## config.mk

```make
export PLATFORM = sky130hd
export DESIGN_NAME = merge_sorter
export DESIGN_NICKNAME = d
export VERILOG_FILES = /design/src/hw/sort_cfg_pkg.sv /design/src/hw/sort_ctrl_pkg.sv /design/src/hw/chunk_sorter.sv /design/src/hw/merging_unit.sv /design/src/hw/merge_sorter.sv
export SDC_FILE = /design/constraint.sdc
export NUM_CORES = 2
export LEC_CHECK = 0
export BUFFER_PORTS_ARGS = -buffer_cell sky130_fd_sc_hd__buf_2
export CORE_MARGIN = 2
export CORE_UTILIZATION = 52
export DETAILED_ROUTE_END_ITERATION = 10
export PLACE_DENSITY = 0.67
export SKIP_LAST_GASP = 1
export SLEW_MARGIN = 20
export SYNTH_ARGS = -nofsm -noshare
export SYNTH_HDL_FRONTEND = slang
export SYNTH_SLANG_ARGS = --single-unit
```

## constraint.sdc

```tcl
create_clock -name clock -period 11.4 [get_ports clock]
set_input_delay 1.71 -clock clock [delete_from_list [all_inputs] [get_ports clock]]
set_output_delay 1.71 -clock clock [all_outputs]
set_load 0.02 [all_outputs]
```

## src/hw/sort_cfg_pkg.sv

```systemverilog
package sort_cfg_pkg;

    // Width of one unsigned word
    localparam int data_width = 16;

    // Largest block the buffers can hold
    localparam int max_length = 32;

    // Chunk handled by the serial transposition sorter
    localparam int chunk_size = 8;

    // Length count must hold max_length itself, hence the extra value
    localparam int length_width = $clog2(max_length + 1);

    // Word address inside one merge bank
    localparam int index_width = $clog2(max_length);

    // Position of a word inside a chunk
    localparam int chunk_index_width = $clog2(chunk_size);

    // Chunk counter covers four full chunks plus a partial one
    localparam int chunk_count_width = 3;

endpackage

```

## src/hw/sort_ctrl_pkg.sv

```systemverilog
package sort_ctrl_pkg;

    // Chunk sorter: take words in, run the network, hand the chunk on
    typedef enum logic [1:0] {
        chunk_collect,
        chunk_sort,
        chunk_emit
    } chunk_state_t;

    // Merging unit: store chunks, merge pass by pass, stream the block out
    typedef enum logic [1:0] {
        merge_fill,
        merge_merge,
        merge_drain
    } merge_state_t;

endpackage

```

## src/hw/chunk_sorter.sv

```systemverilog
`timescale 1ns/1ps

module chunk_sorter (
    input  logic                                     clock,
    input  logic                                     arst_n,
    input  logic [sort_cfg_pkg::chunk_index_width:0] chunk_len,
    input  logic [sort_cfg_pkg::data_width-1:0]      in_data,
    input  logic                                     in_valid,
    output logic                                     in_ready,
    output logic [sort_cfg_pkg::data_width-1:0]      sorted_data,
    output logic                                     sorted_valid,
    input  logic                                     sorted_ready
);

    sort_ctrl_pkg::chunk_state_t state;

    logic [sort_cfg_pkg::data_width-1:0]        slots [sort_cfg_pkg::chunk_size];
    logic [sort_cfg_pkg::data_width-1:0]        swapped [sort_cfg_pkg::chunk_size];
    logic [sort_cfg_pkg::chunk_index_width-1:0] wr_idx;
    logic [sort_cfg_pkg::chunk_index_width-1:0] rd_idx;
    logic [sort_cfg_pkg::chunk_index_width-1:0] step;
    logic [sort_cfg_pkg::chunk_index_width:0]   held_len;
    logic                                       accept;
    logic                                       last_in;
    logic                                       emit_fire;
    logic                                       last_out;

    assign in_ready     = state == sort_ctrl_pkg::chunk_collect;
    assign accept       = in_valid && in_ready;
    assign last_in      = {1'b0, wr_idx} == chunk_len - 1'b1;
    assign sorted_valid = state == sort_ctrl_pkg::chunk_emit;
    assign sorted_data  = slots[rd_idx];
    assign emit_fire    = sorted_valid && sorted_ready;
    assign last_out     = {1'b0, rd_idx} == held_len - 1'b1;

    // Even steps compare pairs starting at slot 0, odd steps pairs starting at slot 1
    always_comb begin
        swapped = slots;
        for (int i = 0; i < sort_cfg_pkg::chunk_size - 1; i++) begin
            if (i[0] == step[0] && slots[i] > slots[i + 1]) begin
                swapped[i]     = slots[i + 1];
                swapped[i + 1] = slots[i];
            end
        end
    end

    always_ff @(posedge clock) begin
        if (accept) begin
            slots[wr_idx] <= in_data;
            // All-ones padding sinks to the top and is never emitted
            if (last_in) begin
                for (int i = 0; i < sort_cfg_pkg::chunk_size; i++) begin
                    if (i > wr_idx) begin
                        slots[i] <= '1;
                    end
                end
            end
        end else if (state == sort_ctrl_pkg::chunk_sort) begin
            slots <= swapped;
        end
    end

    always_ff @(posedge clock or negedge arst_n) begin
        if (!arst_n) begin
            state    <= sort_ctrl_pkg::chunk_collect;
            wr_idx   <= '0;
            rd_idx   <= '0;
            step     <= '0;
            held_len <= '0;
        end else begin
            case (state)
                sort_ctrl_pkg::chunk_collect: begin
                    if (accept) begin
                        if (last_in) begin
                            // The top moves on to the next chunk length right away
                            held_len <= chunk_len;
                            wr_idx   <= '0;
                            step     <= '0;
                            state    <= sort_ctrl_pkg::chunk_sort;
                        end else begin
                            wr_idx <= wr_idx + 1'b1;
                        end
                    end
                end
                sort_ctrl_pkg::chunk_sort: begin
                    step <= step + 1'b1;
                    if (step == '1) begin
                        rd_idx <= '0;
                        state  <= sort_ctrl_pkg::chunk_emit;
                    end
                end
                sort_ctrl_pkg::chunk_emit: begin
                    if (emit_fire) begin
                        rd_idx <= rd_idx + 1'b1;
                        if (last_out) begin
                            state <= sort_ctrl_pkg::chunk_collect;
                        end
                    end
                end
                default: state <= sort_ctrl_pkg::chunk_collect;
            endcase
        end
    end

    // Each word handed on is followed by one no smaller within the same chunk
    property chunk_ascending;
        @(posedge clock) disable iff (!arst_n)
            emit_fire && !last_out |=> sorted_data >= $past(sorted_data);
    endproperty
    assert property (chunk_ascending);

endmodule

```

## src/hw/merging_unit.sv

```systemverilog
`timescale 1ns/1ps

module merging_unit (
    input  logic                                  clock,
    input  logic                                  arst_n,
    input  logic                                  block_start,
    input  logic [sort_cfg_pkg::length_width-1:0] block_len,
    input  logic [sort_cfg_pkg::data_width-1:0]   sorted_data,
    input  logic                                  sorted_valid,
    output logic                                  sorted_ready,
    output logic [sort_cfg_pkg::data_width-1:0]   out_data,
    output logic                                  out_valid,
    output logic                                  out_last,
    input  logic                                  out_ready,
    output logic                                  done
);

    sort_ctrl_pkg::merge_state_t state;

    logic [sort_cfg_pkg::data_width-1:0]   bank_a [sort_cfg_pkg::max_length];
    logic [sort_cfg_pkg::data_width-1:0]   bank_b [sort_cfg_pkg::max_length];
    logic [sort_cfg_pkg::length_width-1:0] len_q;
    logic [sort_cfg_pkg::length_width-1:0] width;
    logic [sort_cfg_pkg::length_width-1:0] base;
    logic [sort_cfg_pkg::length_width-1:0] lp;
    logic [sort_cfg_pkg::length_width-1:0] rp;
    logic [sort_cfg_pkg::length_width-1:0] addr;
    logic [sort_cfg_pkg::length_width-1:0] left_end;
    logic [sort_cfg_pkg::length_width-1:0] right_end;
    logic [sort_cfg_pkg::data_width-1:0]   left_word;
    logic [sort_cfg_pkg::data_width-1:0]   right_word;
    logic [sort_cfg_pkg::data_width-1:0]   merged_word;
    logic                                  src_sel;
    logic                                  pass_init;
    logic                                  left_ok;
    logic                                  right_ok;
    logic                                  take_left;
    logic                                  fill_fire;
    logic                                  drain_fire;
    logic                                  merge_step;

    // src_sel names the bank that holds the current runs, the other one is written
    assign sorted_ready = state == sort_ctrl_pkg::merge_fill;
    assign fill_fire    = sorted_valid && sorted_ready;
    assign merge_step   = state == sort_ctrl_pkg::merge_merge && !pass_init;
    assign out_valid    = state == sort_ctrl_pkg::merge_drain;
    assign out_data     = src_sel ? bank_b[addr[sort_cfg_pkg::index_width-1:0]]
                                  : bank_a[addr[sort_cfg_pkg::index_width-1:0]];
    assign out_last     = out_valid && addr == len_q - 1'b1;
    assign drain_fire   = out_valid && out_ready;

    // Runs are clipped at the block end, so a short tail run empties early
    assign left_end  = (base + width < len_q) ? base + width : len_q;
    assign right_end = (base + (width << 1) < len_q) ? base + (width << 1) : len_q;

    assign left_word  = src_sel ? bank_b[lp[sort_cfg_pkg::index_width-1:0]]
                                : bank_a[lp[sort_cfg_pkg::index_width-1:0]];
    assign right_word = src_sel ? bank_b[rp[sort_cfg_pkg::index_width-1:0]]
                                : bank_a[rp[sort_cfg_pkg::index_width-1:0]];
    assign left_ok    = lp < left_end;
    assign right_ok   = rp < right_end;
    // Ties go to the left run
    assign take_left   = left_ok && (!right_ok || left_word <= right_word);
    assign merged_word = take_left ? left_word : right_word;

    always_ff @(posedge clock) begin
        if (fill_fire) begin
            bank_a[addr[sort_cfg_pkg::index_width-1:0]] <= sorted_data;
        end else if (merge_step) begin
            if (src_sel) begin
                bank_a[addr[sort_cfg_pkg::index_width-1:0]] <= merged_word;
            end else begin
                bank_b[addr[sort_cfg_pkg::index_width-1:0]] <= merged_word;
            end
        end
    end

    always_ff @(posedge clock or negedge arst_n) begin
        if (!arst_n) begin
            state     <= sort_ctrl_pkg::merge_fill;
            len_q     <= '0;
            width     <= '0;
            base      <= '0;
            lp        <= '0;
            rp        <= '0;
            addr      <= '0;
            src_sel   <= 1'b0;
            pass_init <= 1'b0;
            done      <= 1'b0;
        end else begin
            done <= 1'b0;
            case (state)
                sort_ctrl_pkg::merge_fill: begin
                    if (block_start) begin
                        len_q   <= block_len;
                        addr    <= '0;
                        src_sel <= 1'b0;
                        width   <= sort_cfg_pkg::length_width'(sort_cfg_pkg::chunk_size);
                    end else if (fill_fire) begin
                        addr <= addr + 1'b1;
                        if (addr == len_q - 1'b1) begin
                            addr      <= '0;
                            pass_init <= 1'b1;
                            // A block of one chunk is already sorted
                            state     <= (len_q > width) ? sort_ctrl_pkg::merge_merge
                                                         : sort_ctrl_pkg::merge_drain;
                        end
                    end
                end
                sort_ctrl_pkg::merge_merge: begin
                    if (pass_init) begin
                        pass_init <= 1'b0;
                        base      <= '0;
                        lp        <= '0;
                        rp        <= width;
                        addr      <= '0;
                    end else begin
                        addr <= addr + 1'b1;
                        if (take_left) begin
                            lp <= lp + 1'b1;
                        end else begin
                            rp <= rp + 1'b1;
                        end
                        // Pair finished, the next pair starts where this one ended
                        if (addr == right_end - 1'b1) begin
                            base <= right_end;
                            lp   <= right_end;
                            rp   <= right_end + width;
                        end
                        if (addr == len_q - 1'b1) begin
                            src_sel   <= !src_sel;
                            width     <= width << 1;
                            addr      <= '0;
                            pass_init <= 1'b1;
                            if ((width << 1) >= len_q) begin
                                state <= sort_ctrl_pkg::merge_drain;
                            end
                        end
                    end
                end
                sort_ctrl_pkg::merge_drain: begin
                    if (drain_fire) begin
                        addr <= addr + 1'b1;
                        if (out_last) begin
                            addr  <= '0;
                            done  <= 1'b1;
                            state <= sort_ctrl_pkg::merge_fill;
                        end
                    end
                end
                default: state <= sort_ctrl_pkg::merge_fill;
            endcase
        end
    end

    // A stalled word stays on the bus unchanged until it transfers
    property drain_held;
        @(posedge clock) disable iff (!arst_n)
            out_valid && !out_ready |=> out_valid && $stable(out_data) && $stable(out_last);
    endproperty
    assert property (drain_held);

    // The merged block leaves in ascending order up to the word at the final index
    property drain_ascending;
        @(posedge clock) disable iff (!arst_n)
            drain_fire && !out_last |=> out_data >= $past(out_data);
    endproperty
    assert property (drain_ascending);

endmodule

```

## src/hw/merge_sorter.sv

```systemverilog
`timescale 1ns/1ps

module merge_sorter (
    input  logic                                  clock,
    input  logic                                  arst_n,
    input  logic                                  start,
    input  logic [sort_cfg_pkg::length_width-1:0] length,
    input  logic [sort_cfg_pkg::data_width-1:0]   in_data,
    input  logic                                  in_valid,
    output logic                                  in_ready,
    output logic [sort_cfg_pkg::data_width-1:0]   out_data,
    output logic                                  out_valid,
    output logic                                  out_last,
    input  logic                                  out_ready,
    output logic                                  done
);

    logic                                        busy;
    logic                                        block_start;
    logic [sort_cfg_pkg::length_width-1:0]       len_q;
    logic [sort_cfg_pkg::length_width-1:0]       in_count;
    logic [sort_cfg_pkg::chunk_count_width-1:0]  full_chunks;
    logic [sort_cfg_pkg::chunk_count_width-1:0]  chunk_cnt;
    logic [sort_cfg_pkg::chunk_index_width-1:0]  remainder;
    logic [sort_cfg_pkg::chunk_index_width:0]    chunk_len;
    logic                                        room;
    logic                                        accept;
    logic                                        sorter_in_valid;
    logic                                        sorter_in_ready;
    logic [sort_cfg_pkg::data_width-1:0]         sorted_data;
    logic                                        sorted_valid;
    logic                                        sorted_ready;

    // Length split into whole chunks and the size of a trailing partial chunk
    assign full_chunks = len_q[sort_cfg_pkg::length_width-1:sort_cfg_pkg::chunk_index_width];
    assign remainder   = len_q[sort_cfg_pkg::chunk_index_width-1:0];
    assign chunk_cnt   = in_count[sort_cfg_pkg::length_width-1:sort_cfg_pkg::chunk_index_width];

    // A full chunk length is the top bit alone, as the chunk size is a power of two
    assign chunk_len = (chunk_cnt == full_chunks && remainder != '0)
                       ? {1'b0, remainder}
                       : {1'b1, {sort_cfg_pkg::chunk_index_width{1'b0}}};

    // No word beyond the block length is let in
    assign room            = busy && in_count != len_q;
    assign in_ready        = room && sorter_in_ready;
    assign sorter_in_valid = in_valid && room;
    assign accept          = in_valid && in_ready;

    always_ff @(posedge clock or negedge arst_n) begin
        if (!arst_n) begin
            busy        <= 1'b0;
            block_start <= 1'b0;
            len_q       <= '0;
            in_count    <= '0;
        end else begin
            block_start <= 1'b0;
            if (start && !busy) begin
                busy        <= 1'b1;
                block_start <= 1'b1;
                len_q       <= length;
                in_count    <= '0;
            end else begin
                if (accept) begin
                    in_count <= in_count + 1'b1;
                end
                if (done) begin
                    busy <= 1'b0;
                end
            end
        end
    end

    chunk_sorter chunk_sorter_i (
        .clock        (clock),
        .arst_n       (arst_n),
        .chunk_len    (chunk_len),
        .in_data      (in_data),
        .in_valid     (sorter_in_valid),
        .in_ready     (sorter_in_ready),
        .sorted_data  (sorted_data),
        .sorted_valid (sorted_valid),
        .sorted_ready (sorted_ready)
    );

    merging_unit merging_unit_i (
        .clock        (clock),
        .arst_n       (arst_n),
        .block_start  (block_start),
        .block_len    (len_q),
        .sorted_data  (sorted_data),
        .sorted_valid (sorted_valid),
        .sorted_ready (sorted_ready),
        .out_data     (out_data),
        .out_valid    (out_valid),
        .out_last     (out_last),
        .out_ready    (out_ready),
        .done         (done)
    );

    // Only one block may be in flight through the sorter and the merger
    property start_when_idle;
        @(posedge clock) disable iff (!arst_n)
            start |-> !busy;
    endproperty
    assert property (start_when_idle);

endmodule

```

Yosys cells after proc, flatten, opt, wreduce, memory -nomap -nowiden --
Memory sizes are Yosys's and may differ from the RTL's. Cells that the tools add are included.
Storage, ports and cells: register bits 198, memory bits (writable) 1024, input bits 27, output and inout bits 20, word-level logic and storage cells 265, memories 2
Operators by class: $add $sub $neg 14, magnitude comparators 24, equal/unequal tests 27, multiplexer cells 101, bitwise logic cells 4, reduce and logical (&&, ||, !) cells 66
Memories:
- merging_unit_i.bank_a | depth 32, width 16, rd ports 3, clocked after memory_dff 0, write ports 1, RTL line merging_unit.sv:20 | logic [sort_cfg_pkg::data_width-1:0] bank_a [sort_cfg_pkg::max_length];
- merging_unit_i.bank_b | depth 32, width 16, rd ports 3, clocked after memory_dff 0, write ports 1, RTL line merging_unit.sv:21 | logic [sort_cfg_pkg::data_width-1:0] bank_b [sort_cfg_pkg::max_length];
Operators with widths (count):
- $mux W128 | 2
- $mux W16 | 15
- $mux W32 | 7
- $bwmux W128 | 1
- $mux W6 | 21
- $gt A16 B16 Y1 | 7
- $mux W112 | 1
- $bmux W16 S3 | 1
- $demux W16 S3 | 1
- $mux W2 | 14
- $ne A2 B2 Y1 const B | 14
- $reduce_bool A3 Y1 | 9
- $reduce_and A2 Y1 | 13
- $add A6 B1 Y6 const B | 4
- $lt A6 B6 Y1 | 4
- $mux W1 | 24
- $logic_and A1 B1 Y1 | 20
- $add A6 B6 Y6 | 3
- $pmux W6 S3 | 1
- $reduce_bool A2 Y1 | 9
- $le A16 B16 Y1 | 1
- $mux W3 | 5
- $eq A6 B6 Y1 | 2
- $gt A3 B3 Y1 const A | 4
- other kinds (32) | 53

Depth between registers and ports, before layout --
word-level depth 11, mapped depth 23

Hierarchy --
Synthesis repeated with hierarchy kept, for this count alone.
Second synthesis, totals: cells, all modules 4479, area, all modules 72094.1 um^2
By module, submodules not included:
- merging_unit | instances 1, cells each 3112, area each 59144.2 um^2, sequential area each 31700.4 um^2
- chunk_sorter | instances 1, cells each 1302, area each 12191.7 um^2, sequential area each 4219.0 um^2
- merge_sorter | instances 1, cells each 65, area each 758.2 um^2, sequential area each 350.3 um^2

Worst setup path after synthesis --
Ideal clock, no wire load.
kind register -> register, start reg merging_unit_i.lp[0] in the netlist's numbering, end mem merging_unit_i.bank_a[0][10] in the netlist's numbering, data pin, setup time 454 ps, data arrival time 5870 ps, required time 10946 ps, path slack 5076 ps, cell stages (with the launch flop) 18, buffers on the path 4, cells stage by stage dfrtp_1 -> clkbuf_1 -> buf_2 -> buf_1 -> mux4_2 -> o22ai_1 -> a21oi_1 -> mux4_2 -> ha_1 -> nand4_1 -> nor4_1 -> a211oi_1 -> nand4_2 -> and3_1 -> clkbuf_1 -> o21ai_0 -> nand2_1 -> o21ai_0
Between the ends: word-level cells in the longest chain between the ends 7, elaborated cells on any way between the ends 9, those cells by class order compare: 2; mux: 3; reduce/logical: 2; memory: 2
Ends and longest elaborated chain:
- start, declared | RTL line merging_unit.sv:25 | logic [sort_cfg_pkg::length_width-1:0] lp;
- start signal, assigned | RTL line merging_unit.sv:120 | lp <= lp + 1'b1;
- start signal, assigned | RTL line merging_unit.sv:127 | lp <= right_end;
- $mem_v2 Z32 W16, on equally long branches
- $mux W16 | RTL line merging_unit.sv:56 | assign left_word = src_sel ? bank_b[lp[sort_cfg_pkg::index_width-1:0]]
- $le A16 B16 Y1 | RTL line merging_unit.sv:63 | assign take_left = left_ok && (!right_ok || left_word <= right_word);
- $logic_or A1 B1 Y1 | RTL line merging_unit.sv:63
- $logic_and A1 B1 Y1 | RTL line merging_unit.sv:63
- $mux W16 * | RTL line merging_unit.sv:64 | assign merged_word = take_left ? left_word : right_word;
- named net merging_unit_i.merged_word (one bit) | RTL line merging_unit.sv:32 | logic [sort_cfg_pkg::data_width-1:0] merged_word;
- $mux W16 (no source line) *
- end, declared | RTL line merging_unit.sv:20
The timed path passes the listed nets; every way through them passes the cells marked *.

Worst setup path after layout --
start reg merging_unit_i.lp[1] in the netlist's numbering, end mem merging_unit_i.bank_a[30][1] in the netlist's numbering, data pin
The elaborated chain is that of the path after synthesis.

==> reports/metrics.yaml <==
critical_path:
  cpMaxStageDelayCell: "buf_4"
  crit_path_cell_trace: "nand2_4 > buf_4 > o221ai_1 > o22ai_1 > a21oi_1 > mux4_2 > ha_1 > nand4_1 > nor3_1 > o31ai_1 > nand3b_1 > nand4_2 > and3_1 > buf_4 > o21ai_4 > nand2_1 > o21ai_2"
  critPathBufInv: 2
  critical_path.max_fanout: 65
  slowest_delay_ns: 0.97
  cp.required_ns: 11.83
  start_kind: "flop"
  end_kind: "flop"
  rrSetupSlack_ns: 3.59
  cp.arrival_ns: 8.24
  crit_family: "simple AND/OR/NAND/NOR gates"
  worst-setup-path-type: "flop to flop"
  crit_top_cell: "buf_4"
clock_network:
  cts_setup_buffers: 0
  cts_sinks: 1219
  ctsHoldBuffers: 0
  cts_buffers: 137
  clockRootBuffer: "clkbuf_16"
  htreeDepth: 4
  clock_latency_ns: 0.81
  clock_path_buffers: 3
  ctsResizeCount: 0
  cts_tree: "done"
  clk_pin_slew_worst_paths_ns: 0.06
placed_design:
  port_buffers: 46
  post_dp_cell_area_um2: 75300
  hpwl_um: 148000
  dp.cells: 6924
  place.gp.congestion: 0.942
  pre_cts_ws_ns: 3.60
finish:
  fin_util_pct: 57.3
  nets: 5390
  design_area_um2: 79900
  layout.cells.non_filler: 7179
  area_growth_pct: 9.59
  drive_gt1_share_pct: 23.4
timing:
  fin_crit_sh_pct: 68.5
  worst_slack_ns: 3.59
  holdWs_ns: 0.467
  slew_headroom_pct: 18.7
  timing.fmax_mhz: 128
  fin_crit_ns: 7.81
  tightestPinTransition_ns: 1.22
  hold_viol_final: 0
  setup_tns_ns: 0
  grt_setup_unrepaired: "false"
  clock_skew_ns: 0.0387
  drv_slew: 0
  final-setup-viol-count: 0
synth:
  async_reset_ff_share_pct: 5.50
  synthSimpleGateAreaFrac_pct: 4.94
  syn_inst: 5344
  synth-main-ff-cell: "edfxtp_1"
  synth.distinct_cells: 84
  synth_nets: 5547
  ys_ff_latch: 1219
  synthMuxAreaShare_pct: 26.3
  avgSynthCellArea_um2: 13.6
  synth_top_family_by_area: "multiplexers"
  syn_area_um2: 72900
  synth-adder-area-share_pct: 3.04
  synth-edff-count: 1152
  synth_xor_area_share_pct: 0.504
  synth_compound_area_share_pct: 12.1
  yosys_warnings: 0
  synth-seq-area-share_pct: 49.7
routing:
  vias: 53000
  first_pass_iters: 9
  avgViaCountPerCell: 7.39
  route.detailed.drc: 0
  first_iter_violations: 8052
  wl_per_cell_um: 34.7
  wirelength_um: 249000
  ant_nets: 0
pwr:
  p_leak_nw: 28.3
  peakVddDrop_uv: 368
  power_density_nw_per_um2: 269
  power_mw: 21.5
flow_run:
  drv_cap: 0
die:
  die_area_um2: 143000
  die_h_um: 378
  io_pins: 47
  fp.dieW_um: 378
  rows: 137
  core-area_um2: 139000
  start_util_pct: 52.3
grt:
  grt_usage_pct: 34.7
  grt_pass1_vias: 51700
  gr-total-overflow: 0
  grt_pass1_wl_um: 358000
  grt_antenna_before_repair: 0
  grt_max_degree: 104
worst_hold_path:
  hold_class: "flop to flop"
outcome:
  outcome: "completed"
==> report_power, final <==
part           total [mW]  switching [mW]  internal, mW
Clock                4.47            1.92          2.55
Sequential           7.00           0.425          6.57
Combinational        10.0            6.46          3.55
==> state kept, by name (all words and copies together) (netlist names), 6 cells and up <==
name                   flops
merging_unit_i.bank_b    512
merging_unit_i.base        6
merging_unit_i.rp          6
merging_unit_i.bank_a    512
merging_unit_i.len_q       6
in_count                   6
len_q                      6
merging_unit_i.addr        6
merging_unit_i.lp          6
chunk_sorter_i.slots     128
==> final cells by class <==
cell class                 instances  area [um2]
timing repair buffer             167        1300
clock inverter                    88         855
sequential                      1219       36300
antenna                            1        2.50
multi-input combinational       3517       34900
tap                             1876        2350
clock buffer                     166        3610
fill                           10900       59500
inverter                         145         546
==> synthesized netlist by cell type, types with 34 or more instances <==
library cell  instances  area share (%)
a211oi_1             68            0.70
a21o_1               41            0.42
a21oi_1             294             2.0
a221o_1              35            0.48
a221oi_1             34            0.41
a22o_1               43            0.52
a31oi_1              68            0.58
buf_1                60            0.31
buf_2                95            0.65
clkbuf_1            299             1.5
dfrtp_1              67             2.3
edfxtp_1           1152              47
ha_1                174             3.0
inv_1               142            0.73
mux2_2               97             1.5
mux2i_1             511             7.0
mux4_2              577              18
nand2_1             440             2.3
nand4_1              47            0.40
nor2_1              192            0.99
o21ai_0             176             1.2
o221ai_1            194             2.3
o22ai_1             133             1.1
==> routing by layer <==
layer | share of wire (%) | wire, um | GRT usage [%]
met2 | 44 | 110000 | 51.6
met3 | 13 | 33000 | 9.80
met5 | 0 | 0 | 0.103
met4 | 7.0 | 17500 | 20.7
met1 | 36 | 88700 | 45.5
==> path summary, 6_finish.rpt <==
kind | startpoint | endpoint | cells after the start
worst min register to register | merging_unit_i.done$_DFF_PN0_ | busy$_DFFE_PN0P_ | 1
worst min-delay path | merging_unit_i.done$_DFF_PN0_ | busy$_DFFE_PN0P_ | 1
min in group asynchronous | arst_n | len_q[2]$_DFFE_PN0P_ | 1
worst max register to register | merging_unit_i.lp[1]$_DFFE_PN0P_ | merging_unit_i.bank_a[30][1]$_DFFE_PP_ | 17
max in group asynchronous | arst_n | merging_unit_i.rp[4]$_DFFE_PN0P_ | 1
worst max-delay path | merging_unit_i.lp[1]$_DFFE_PN0P_ | merging_unit_i.bank_a[30][1]$_DFFE_PP_ | 17
==> worst reg2reg max path, delay by kind of cell, from the launching register on <==
family,cells,cell delay (ns)
AOI/OAI and AO/OA,6,1.95
and+or+nand+nor,7,2.52
buffers and inverters,2,1.26
muxes,1,0.61
adders and majority gates,1,0.34
DFF,1,0.74
==> layout by cell type (no fill, tap or decap), drive strengths merged, types with 24 or more instances in the layout <==
master	instances
ha	174
mux2	97
a21o	41
edfxtp	1152
buf	167
o221ai	194
nand2	440
inv	153
clkbuf	166
a31oi	68
clkinv	58
o21a	31
nor3	24
a221oi	34
a221o	35
a22oi	30
mux2i	511
mux4	577
a22o	43
o22ai	133
o21ai	195
a21oi	295
nand3	28
nor2	193
nand4	48
a211oi	68
nor2b	32
dfrtp	67
==> kinds of logic after synthesis <==
family          count (synthesis)
simple gates                  830
compound gates               1284
fa+ha+maj                     176
buf+inv                       608
mux                          1185
flops                        1219
xor+xnor                       42
(Power assumes the default switching activity.)
